$ cat config.mk
export PLATFORM = sky130hd
export DESIGN_NAME = core_mem_frontend
export DESIGN_NICKNAME = d
export VERILOG_FILES = /design/src/mem_frontend_pkg.sv /design/src/core_mem_frontend.sv /design/src/retire_status.sv /design/src/fetch_decode_stage.sv /design/src/mem_port_arbiter.sv
export VERILOG_INCLUDE_DIRS = /design/src
export SDC_FILE = /design/constraint.sdc
export NUM_CORES = 1
export LEC_CHECK = 0
export ABC_CLOCK_PERIOD_IN_PS = 9100
export BUFFER_PORTS_ARGS = -buffer_cell sky130_fd_sc_hd__buf_2
export CAP_MARGIN = 20
export CORE_AREA = 2 2 283 285
export CTS_CLUSTER_DIAMETER = 30
export DETAILED_ROUTE_END_ITERATION = 10
export DIE_AREA = 0 0 285 287
export PLACE_DENSITY = 0.3
export SYNTH_ARGS = -nofsm -noshare
export SYNTH_HDL_FRONTEND = slang
export SYNTH_SLANG_ARGS = --single-unit
$ cat constraint.sdc
create_clock -name clock -period 9.1 [get_ports clock]
set_clock_uncertainty 0.2 [all_clocks]
set_input_delay 1.365 -clock clock [delete_from_list [all_inputs] [get_ports clock]]
set_output_delay 1.365 -clock clock [all_outputs]
set_load 0.02 [all_outputs]
$ cat src/mem_frontend_macros.svh
// width macros for the memory front end
// bus, tag, register index and instruction widths

`ifndef MEM_FRONTEND_MACROS_SVH
`define MEM_FRONTEND_MACROS_SVH

////////////////////////////////////////////////////////////
// address and data widths
////////////////////////////////////////////////////////////

// address and architectural register width
`define XLEN 32

// memory bus data, one double word
`define MEM_DATA_BITS 64

// response tag and reply tag, zero means none
`define MEM_TAG_BITS 4

////////////////////////////////////////////////////////////
// core side widths
////////////////////////////////////////////////////////////

// 32 architectural registers
`define REG_IDX_BITS 5
`define INST_BITS 32

`endif
$ cat src/mem_frontend_pkg.sv
// shared types for the memory front end
// bus command/size enums, request and reply structs, fetch and retire packets

`default_nettype none

`include "mem_frontend_macros.svh"

package mem_frontend_pkg;

    ////////////////////////////////////////////////////////////
    // memory bus
    ////////////////////////////////////////////////////////////

    typedef enum logic [1:0] {
        BUS_NONE  = 2'h0,
        BUS_LOAD  = 2'h1,
        BUS_STORE = 2'h2
    } mem_cmd_e;

    typedef enum logic [1:0] {
        BYTE   = 2'h0,
        HALF   = 2'h1,
        WORD   = 2'h2,
        DOUBLE = 2'h3
    } mem_size_e;

    // one request on the shared port
    typedef struct packed {
        mem_cmd_e                  cmd;
        logic [`XLEN-1:0]          addr;
        logic [`MEM_DATA_BITS-1:0] data;
        mem_size_e                 size;
    } mem_req_t;

    // response = tag given to the accepted request, tag = tag of returning data
    typedef struct packed {
        logic [`MEM_TAG_BITS-1:0]  response;
        logic [`MEM_DATA_BITS-1:0] data;
        logic [`MEM_TAG_BITS-1:0]  tag;
    } mem_rsp_t;

    ////////////////////////////////////////////////////////////
    // pipeline packets
    ////////////////////////////////////////////////////////////

    typedef struct packed {
        logic                  valid;
        logic [`INST_BITS-1:0] inst;
        logic [`XLEN-1:0]      pc;
        logic [`XLEN-1:0]      npc;
    } fetch_packet_t;

    // strobe from the retire stage, one instruction per cycle
    typedef struct packed {
        logic                     valid;
        logic [`REG_IDX_BITS-1:0] dest_idx;
        logic [`XLEN-1:0]         value;
        logic [`XLEN-1:0]         npc;
        logic                     halt;
        logic                     illegal;
    } retire_t;

    typedef struct packed {
        logic                     wr_en;
        logic [`REG_IDX_BITS-1:0] wr_idx;
        logic [`XLEN-1:0]         wr_data;
        logic [`XLEN-1:0]         npc;
    } commit_t;

    typedef enum logic [3:0] {
        NO_ERROR      = 4'h0,
        ILLEGAL_INST  = 4'h2,
        HALTED_ON_WFI = 4'hb
    } exception_e;

endpackage

`default_nettype wire

$ cat src/core_mem_frontend.sv
// memory front end top level
// port arbiter, fetch/decode stage and retire status, wired together

`default_nettype none

`include "mem_frontend_macros.svh"

module core_mem_frontend
    import mem_frontend_pkg::*;
(
    input  wire logic                      clock,
    input  wire logic                      reset,

    // memory
    input  mem_rsp_t                       mem_rsp,
    output mem_req_t                       mem_req,

    // instruction cache
    input  wire logic [`XLEN-1:0]          fetch_addr,
    output logic      [`MEM_TAG_BITS-1:0]  fetch_rsp_tag,

    // data cache
    input  mem_req_t                       data_req,
    output logic      [`MEM_TAG_BITS-1:0]  data_rsp_tag,
    input  wire logic                      halt_confirm,

    // shared to both caches
    output logic      [`MEM_DATA_BITS-1:0] mem_rsp_data,
    output logic      [`MEM_TAG_BITS-1:0]  mem_rsp_tag_out,

    // fetch and decode
    input  fetch_packet_t                  fetch_packet,
    input  wire logic                      dispatch_ok,
    input  wire logic                      retire_stall,
    input  wire logic                      flush,
    output logic                           fetch_stall,
    output logic                           fetch_enable,
    output fetch_packet_t                  decode_packet,

    // retire
    input  retire_t                        retire,
    output logic                           halted,
    output commit_t                        commit,
    output logic      [3:0]                completed_insts,
    output exception_e                     error_status
);

    // data and reply tag go to both clients, each filters by its own tag
    assign mem_rsp_data    = mem_rsp.data;
    assign mem_rsp_tag_out = mem_rsp.tag;

    mem_port_arbiter i_arbiter (
        .clock         (clock),
        .reset         (reset),
        .fetch_addr    (fetch_addr),
        .data_req      (data_req),
        .mem_rsp       (mem_rsp),
        .mem_req       (mem_req),
        .fetch_rsp_tag (fetch_rsp_tag),
        .data_rsp_tag  (data_rsp_tag),
        .fetch_stall   (fetch_stall)
    );

    // stall from the arbiter, halt from retire
    fetch_decode_stage i_fetch_decode (
        .clock         (clock),
        .reset         (reset),
        .fetch_packet  (fetch_packet),
        .dispatch_ok   (dispatch_ok),
        .fetch_stall   (fetch_stall),
        .retire_stall  (retire_stall),
        .flush         (flush),
        .halted        (halted),
        .fetch_enable  (fetch_enable),
        .decode_packet (decode_packet)
    );

    retire_status i_retire_status (
        .clock           (clock),
        .reset           (reset),
        .retire          (retire),
        .halt_confirm    (halt_confirm),
        .halted          (halted),
        .commit          (commit),
        .completed_insts (completed_insts),
        .error_status    (error_status)
    );

endmodule

`default_nettype wire

$ cat src/retire_status.sv
// retire side status
// sticky halt latch, commit report, completed count, error status

`default_nettype none

module retire_status
    import mem_frontend_pkg::*;
(
    input  wire logic  clock,
    input  wire logic  reset,

    // one retiring instruction, strobe
    input  retire_t    retire,
    // data cache has written back after halt
    input  wire logic  halt_confirm,

    output logic       halted,
    output commit_t    commit,
    output logic [3:0] completed_insts,
    output exception_e error_status
);

    ////////////////////////////////////////////////////////////
    // halt latch
    ////////////////////////////////////////////////////////////

    // set one edge after the halt retires
    // only reset brings it back down
    always_ff @(posedge clock or posedge reset) begin
        if (reset) begin
            halted <= 1'b0;
        end else if (retire.valid && retire.halt) begin
            halted <= 1'b1;
        end
    end

    ////////////////////////////////////////////////////////////
    // commit report
    ////////////////////////////////////////////////////////////

    // straight from the retire strobe, same cycle
    assign commit.wr_en   = retire.valid;
    assign commit.wr_idx  = retire.dest_idx;
    assign commit.wr_data = retire.value;
    assign commit.npc     = retire.npc;

    // at most one instruction retires per cycle
    assign completed_insts = retire.valid ? 4'd1 : 4'd0;

    ////////////////////////////////////////////////////////////
    // error status
    ////////////////////////////////////////////////////////////

    // illegal first, then halt once memory is drained
    always_comb begin
        if (retire.illegal) begin
            error_status = ILLEGAL_INST;
        end else if (halted && halt_confirm) begin
            error_status = HALTED_ON_WFI;
        end else begin
            error_status = NO_ERROR;
        end
    end

    ////////////////////////////////////////////////////////////
    // checks
    ////////////////////////////////////////////////////////////

    a_halt_sticky : assert property (
        @(posedge clock) disable iff (reset)
        halted |=> halted
    );

endmodule

`default_nettype wire

$ cat src/fetch_decode_stage.sv
// fetch enable gating and fetch/decode pipeline register
// flush and halt clear the register ahead of a load

`default_nettype none

module fetch_decode_stage
    import mem_frontend_pkg::*;
(
    input  wire logic    clock,
    input  wire logic    reset,

    input  fetch_packet_t fetch_packet,

    // core and arbiter controls, all levels
    input  wire logic    dispatch_ok,
    input  wire logic    fetch_stall,
    input  wire logic    retire_stall,
    input  wire logic    flush,
    input  wire logic    halted,

    output logic         fetch_enable,
    output fetch_packet_t decode_packet
);

    ////////////////////////////////////////////////////////////
    // fetch gate
    ////////////////////////////////////////////////////////////

    // needs dispatch room, the memory port, no retire stall
    // and a core that is still running
    assign fetch_enable = dispatch_ok && !fetch_stall && !retire_stall && !halted;

    ////////////////////////////////////////////////////////////
    // fetch/decode register
    ////////////////////////////////////////////////////////////

    always_ff @(posedge clock or posedge reset) begin
        if (reset) begin
            decode_packet <= '0;
        end else if (flush || halted) begin
            // squash whatever sits in decode
            decode_packet <= '0;
        end else if (dispatch_ok) begin
            decode_packet <= fetch_packet;
        end
        // no dispatch room, hold for decode
    end

    ////////////////////////////////////////////////////////////
    // checks
    ////////////////////////////////////////////////////////////

    // decode must see the same packet until it can dispatch
    a_hold_no_dispatch : assert property (
        @(posedge clock) disable iff (reset)
        (!flush && !halted && !dispatch_ok) |=> $stable(decode_packet)
    );

endmodule

`default_nettype wire

$ cat src/mem_port_arbiter.sv
// shared memory port arbiter
// data over fetch bus select, three stage ownership chain, response tag routing

`default_nettype none

`include "mem_frontend_macros.svh"

module mem_port_arbiter
    import mem_frontend_pkg::*;
(
    input  wire logic                     clock,
    input  wire logic                     reset,

    // clients
    input  wire logic [`XLEN-1:0]         fetch_addr,
    input  mem_req_t                      data_req,

    // memory side
    input  mem_rsp_t                      mem_rsp,
    output mem_req_t                      mem_req,

    // routed response tags
    output logic      [`MEM_TAG_BITS-1:0] fetch_rsp_tag,
    output logic      [`MEM_TAG_BITS-1:0] data_rsp_tag,

    output logic                          fetch_stall
);

    ////////////////////////////////////////////////////////////
    // ownership chain
    ////////////////////////////////////////////////////////////

    // data side asks for the port this cycle
    logic data_wants;

    // q picks the bus source
    // d1 stalls fetch, d2 steers responses
    logic data_owner_q;
    logic data_owner_d1;
    logic data_owner_d2;

    assign data_wants = (data_req.cmd != BUS_NONE);

    always_ff @(posedge clock or posedge reset) begin
        if (reset) begin
            data_owner_q  <= 1'b0;
            data_owner_d1 <= 1'b0;
            data_owner_d2 <= 1'b0;
        end else begin
            data_owner_q  <= data_wants;
            data_owner_d1 <= data_owner_q;
            data_owner_d2 <= data_owner_d1;
        end
    end

    ////////////////////////////////////////////////////////////
    // bus select
    ////////////////////////////////////////////////////////////

    // data request wins once registered
    // fetch load of a full double word is the default
    always_comb begin
        if (data_owner_q) begin
            mem_req = data_req;
        end else begin
            mem_req.cmd  = BUS_LOAD;
            mem_req.addr = fetch_addr;
            mem_req.data = '0;
            mem_req.size = DOUBLE;
        end
    end

    // hold fetch off while the data side owns the port
    assign fetch_stall = data_owner_d1;

    ////////////////////////////////////////////////////////////
    // response routing
    ////////////////////////////////////////////////////////////

    // oldest flag names the client whose request the tag answers
    // newest flag must agree, otherwise the owner has already changed
    // and the tag is dropped for both
    always_comb begin
        fetch_rsp_tag = '0;
        data_rsp_tag  = '0;
        if (data_owner_d2) begin
            if (data_owner_q) begin
                data_rsp_tag = mem_rsp.response;
            end
        end else begin
            if (!data_owner_q) begin
                fetch_rsp_tag = mem_rsp.response;
            end
        end
    end

    ////////////////////////////////////////////////////////////
    // checks
    ////////////////////////////////////////////////////////////

    // one memory transaction can only belong to one client
    a_one_rsp_owner : assert property (
        @(posedge clock) disable iff (reset)
        !((fetch_rsp_tag != '0) && (data_rsp_tag != '0))
    );

endmodule

`default_nettype wire

== Word level (Yosys, flattened, before mapping) ==
Cells that the tools add are included.

* Flip-flop bits (word level): 101
* Bits in latches: 0
* RAM bits: 0
* Memory bits (read-only): 0
* Output and inout bits: 354
* Word-level logic and storage cells: 29
* Memories kept: 0

* Add/subtract/negate cells: 0
* $mul: 0
* Div/mod/pow operators: 0
* Order comparisons: 0
* Eq/ne operators: 0
* Shift-type cells: 0
* Mux-type cells: 10
* Bitwise logic cells: 0
* Reduce and logical (&&, ||, !) cells: 11

{| class="wikitable"
|+ Operators by type and width
! kind !! number
|-
| 97-bit 2-to-1 mux || 2
|-
| 100-bit 2-to-1 mux || 1
|-
| 4-bit 2-to-1 mux || 6
|-
| 1-bit logical AND || 5
|-
| 2-bit nonzero test || 2
|-
| 1-bit zero test || 3
|-
| 1-bit logical OR || 1
|-
| 1-bit 2-to-1 mux || 1
|}

== Longest topological paths before layout ==
* Word-level depth: 4
* Mapped depth: 5

== Hierarchy ==
A second synthesis with hierarchy kept.

* Cells, all modules: 591
* Area, all modules: 6237.2 µm²

{| class="wikitable"
|+ Modules (own cells, without submodules)
! module !! times used !! cells each !! area an instance (µm²) !! seq. area each (µm²)
|-
| fetch_decode_stage || 1 || 316 || 3936.3 || 2427.3
|-
| mem_port_arbiter || 1 || 125 || 1161.1 || 75.1
|-
| retire_status || 1 || 82 || 629.4 || 25.0
|-
| core_mem_frontend || 1 || 68 || 510.5 || 0.0
|}

== Worst setup path after synthesis ==
No wires, ideal clock.

* Path kind: input to output
* Start point: input dispatch_ok
* End point: output fetch_enable
* Data arrival time: 2355 ps
* Required time: 7535 ps
* Path slack: 5180 ps
* Stages on the path: 3
* Buffers on the path: 2
* Cell sequence: buf_4 -> buf_6 -> nor4b_1

* Word-level cells in the longest chain between the ends: 3

{| class="wikitable"
|+ Ends and longest elaborated chain
! what !! line !! text
|-
| start: declaration || core_mem_frontend.sv:33 || <nowiki>input wire logic dispatch_ok,</nowiki>
|-
| 1-bit logical AND (3 in series) || fetch_decode_stage.sv:31 || <nowiki>assign fetch_enable = dispatch_ok && !fetch_stall && !retire_stall && !halted;</nowiki>
|-
| end: declaration || core_mem_frontend.sv:37 || <nowiki>output logic fetch_enable,</nowiki>
|}

Every way passes these cells.

==> summary.txt <==
N_diodes -> 0
Net count reported at finish -> 1266
Initial Util -> 7.70%
Via count -> 5046
Clk sinks -> 101
Min Tclk post-route -> 3.91 ns
Largest family of logic cells by synthesized area -> multiplexers
Post-CTS sizing -> 0
CTS tree -> yes
Maximum VDD drop -> 0.0000813 V
Dpl hpwl -> 22900 µm
Drt pass-1 iters -> 4
Critical path launch point type -> register
Crit path DAT -> 2.35 ns
Cell count after synthesis -> 591
Post-Synth Simple-Gate Area -> 14.9%
Post-synth cell types -> 19
Worst-path clk slew -> 0.08 ns
Post-synthesis mux area share -> 22.0%
Pin count of the biggest net entering global routing -> 95
Worst skew pair latency -> 0.38 ns
Seq/Total Area, Yosys -> 41.7%
Area of all sequential standard cells -> 2530 µm²
Max Clk Rate -> 256 MHz
# Max-Cap Violations -> 0
Kind of critical path -> register to primary output
Gr usage total -> 6.55%
WL/cell -> 14.5 µm
Library cell with the highest instance count after synthesis -> buf_4
DR vias/cell -> 2.60
Area contributors post-synth -> dfrtp_1 42%, buf_4 18%, mux2i_1 16%, and2_1 7.1%, mux2_2 5.9%
Syn avg cell area -> 10.2 µm²
EDFF count, synth -> 0
Fin. Hold Viols -> 0
Area grow syn2layout -> 43.8%
Prevailing post-synth register cell -> dfrtp_1
Clock root buffer -> clkbuf_16
Setup repair bufs after CTS -> 0
IO Count -> 733
Total Routed Length -> 28200 µm
Core area -> 78600 µm²
Yosys top cell area share -> 41.7%
Worst min path class -> register to register
Leak Pwr -> 4.53 nW
Post-Synth XOR/XNOR Area -> 0%
First-pass GRT wire length -> 38300 µm
Post-CTS Hold Fix Bufs -> 0
IO Port Bufs -> 454
WP data required -> 7.54 ns
Clock buffer depth -> 2
Die footprint -> 81800 µm²
DP Area -> 8430 µm²
# setup viols final -> 0
Ys Warns -> 0
#FFs+latches synth -> 101
Pins Over Slew Limit -> 0
Area leader, netlist -> dfrtp_1
Final cell count without fillers -> 1942
Initial DRC count -> 146
Dpl cells -> 1926
Remaining antenna violation count -> 0
Number of buffers created by CTS -> 9
Die Y -> 287 µm
Setup tns final -> 0 ns
Synthesized area -> 6060 µm²
CTS H-tree depth -> 3
Post-Synth Adder-Cell Area -> 0%
WHS -> 0.249 ns
Congestion Overflow GR -> 0
Vias in the first global route -> 5356
Initial antenna violation count -> 3
Tcrit/Tclk final -> 43.0%
Fin util -> 11.1%
Filler Cells Inserted -> 9184
Max-slew headroom -> 42.1%
Worst-margin pin slew -> 0.869 ns
Critical Path Fanout Max -> 94
Synth Area in Compound Gates -> 0.124%
Residual DRC -> 0
RePlAce Congestion -> 0.731
Multi-input gate area -> 2260 µm²
Outcome -> complete, no violations
Synth top cells by count -> 147 x buf_4, 101 x dfrtp_1, 97 x mux2i_1
Post-route cell area -> 8710 µm²
Cell row count -> 103
Share of layout cells above drive strength 1 -> 58.4%
CP endpoint kind -> primary output
Pwr/cell area -> 121 nW/µm²
Ys async rst share -> 100%
Die Width -> 285 µm
Unrepaired setup endpoints after global routing -> no
## power by group
| group | switching, mW | internal, mW | total (mW) |
|---|---|---|---|
| Clock | 0.198 | 0.188 | 0.386 |
| Sequential | 0.00162 | 0.449 | 0.451 |
| Combinational | 0.122 | 0.0968 | 0.219 |
| Total | 0.321 | 0.734 | 1.05 |
## final cells by class
| type | instances | area share [%] |
|---|---|---|
| timing repair buffer | 460 | 26.7 |
| inverter | 1 | 0.0718 |
| multi-input combinational | 314 | 26.0 |
| clock inverter | 6 | 0.532 |
| clock buffer | 10 | 2.63 |
| sequential | 101 | 29.0 |
| tap | 1050 | 15.1 |
## per-layer routing
metal | part of all wire (%) | up-vias | track usage (%)
li1 | - | 2332 | -
met1 | 39 | 2289 | 7.51
met2 | 42 | 332 | 9.08
met3 | 13 | 89 | 4.06
met4 | 5.2 | 4 | 3.84
met5 | 0.47 | - | 1.22
## worst max-delay path, stage by stage (launching register included)
cell and delay [ns]:
dfrtp_2 0.56, buf_4 0.67, mux2_2 0.44, buf_2 0.17
## cells by family after synthesis
kind of cell,after synthesis
flip-flops,101
AO/OA/AOI/OAI,1
AND/OR/NAND/NOR,180
other,1
buffers and inverters,179
multiplexers,129
## cell usage in the layout (no fill, tap or decap)
master	n
nand2_1	1
conb_1	4
buf_4	6
inv_6	2
dfrtp_1	100
buf_2	453
a21o_1	1
and2_1	69
nor4b_1	1
clkinv_2	1
mux2_2	32
dfrtp_2	1
nor2_2	10
clkinv_4	1
nand2b_1	4
inv_4	1
clkbuf_1	1
buf_6	1
clkbuf_16	9
and3_1	4
mux2i_1	97
or2_2	1
nor2_1	89
clkinvlp_4	2
or2_4	1
## state kept, by name, indices dropped and copies added (netlist names)
register,count
i_arbiter.data_owner_d2,1
i_arbiter.fetch_stall,1
i_arbiter.data_owner_q,1
i_retire_status.halted,1
i_fetch_decode.decode_packet,97
## per-stage QoR
stage               worst slack, ns  total power [mW]
finish                         5.19              1.05
global route                   4.99              1.13
CTS                            5.09              1.09
detailed placement             5.29             0.684
global placement               5.26             0.684
floorplan                      4.89             0.668
## final timing paths
check                                              endpoint  slack [ns]  depth (start not counted)                    from
setup / recovery                                mem_req[95]        5.19                          3  i_arbiter.data_owner_q
setup reg to reg           i_fetch_decode.decode_packet[88]        6.81                          4  i_retire_status.halted
min in group asynchronous  i_fetch_decode.decode_packet[12]        0.90                          2                   reset
max in group asynchronous  i_fetch_decode.decode_packet[43]        6.52                          3                   reset
hold reg to reg                     i_arbiter.data_owner_d2        0.25                          0   i_arbiter.fetch_stall
hold / removal                      i_arbiter.data_owner_d2        0.25                          0   i_arbiter.fetch_stall
Power figures use the tool's default switching activity.
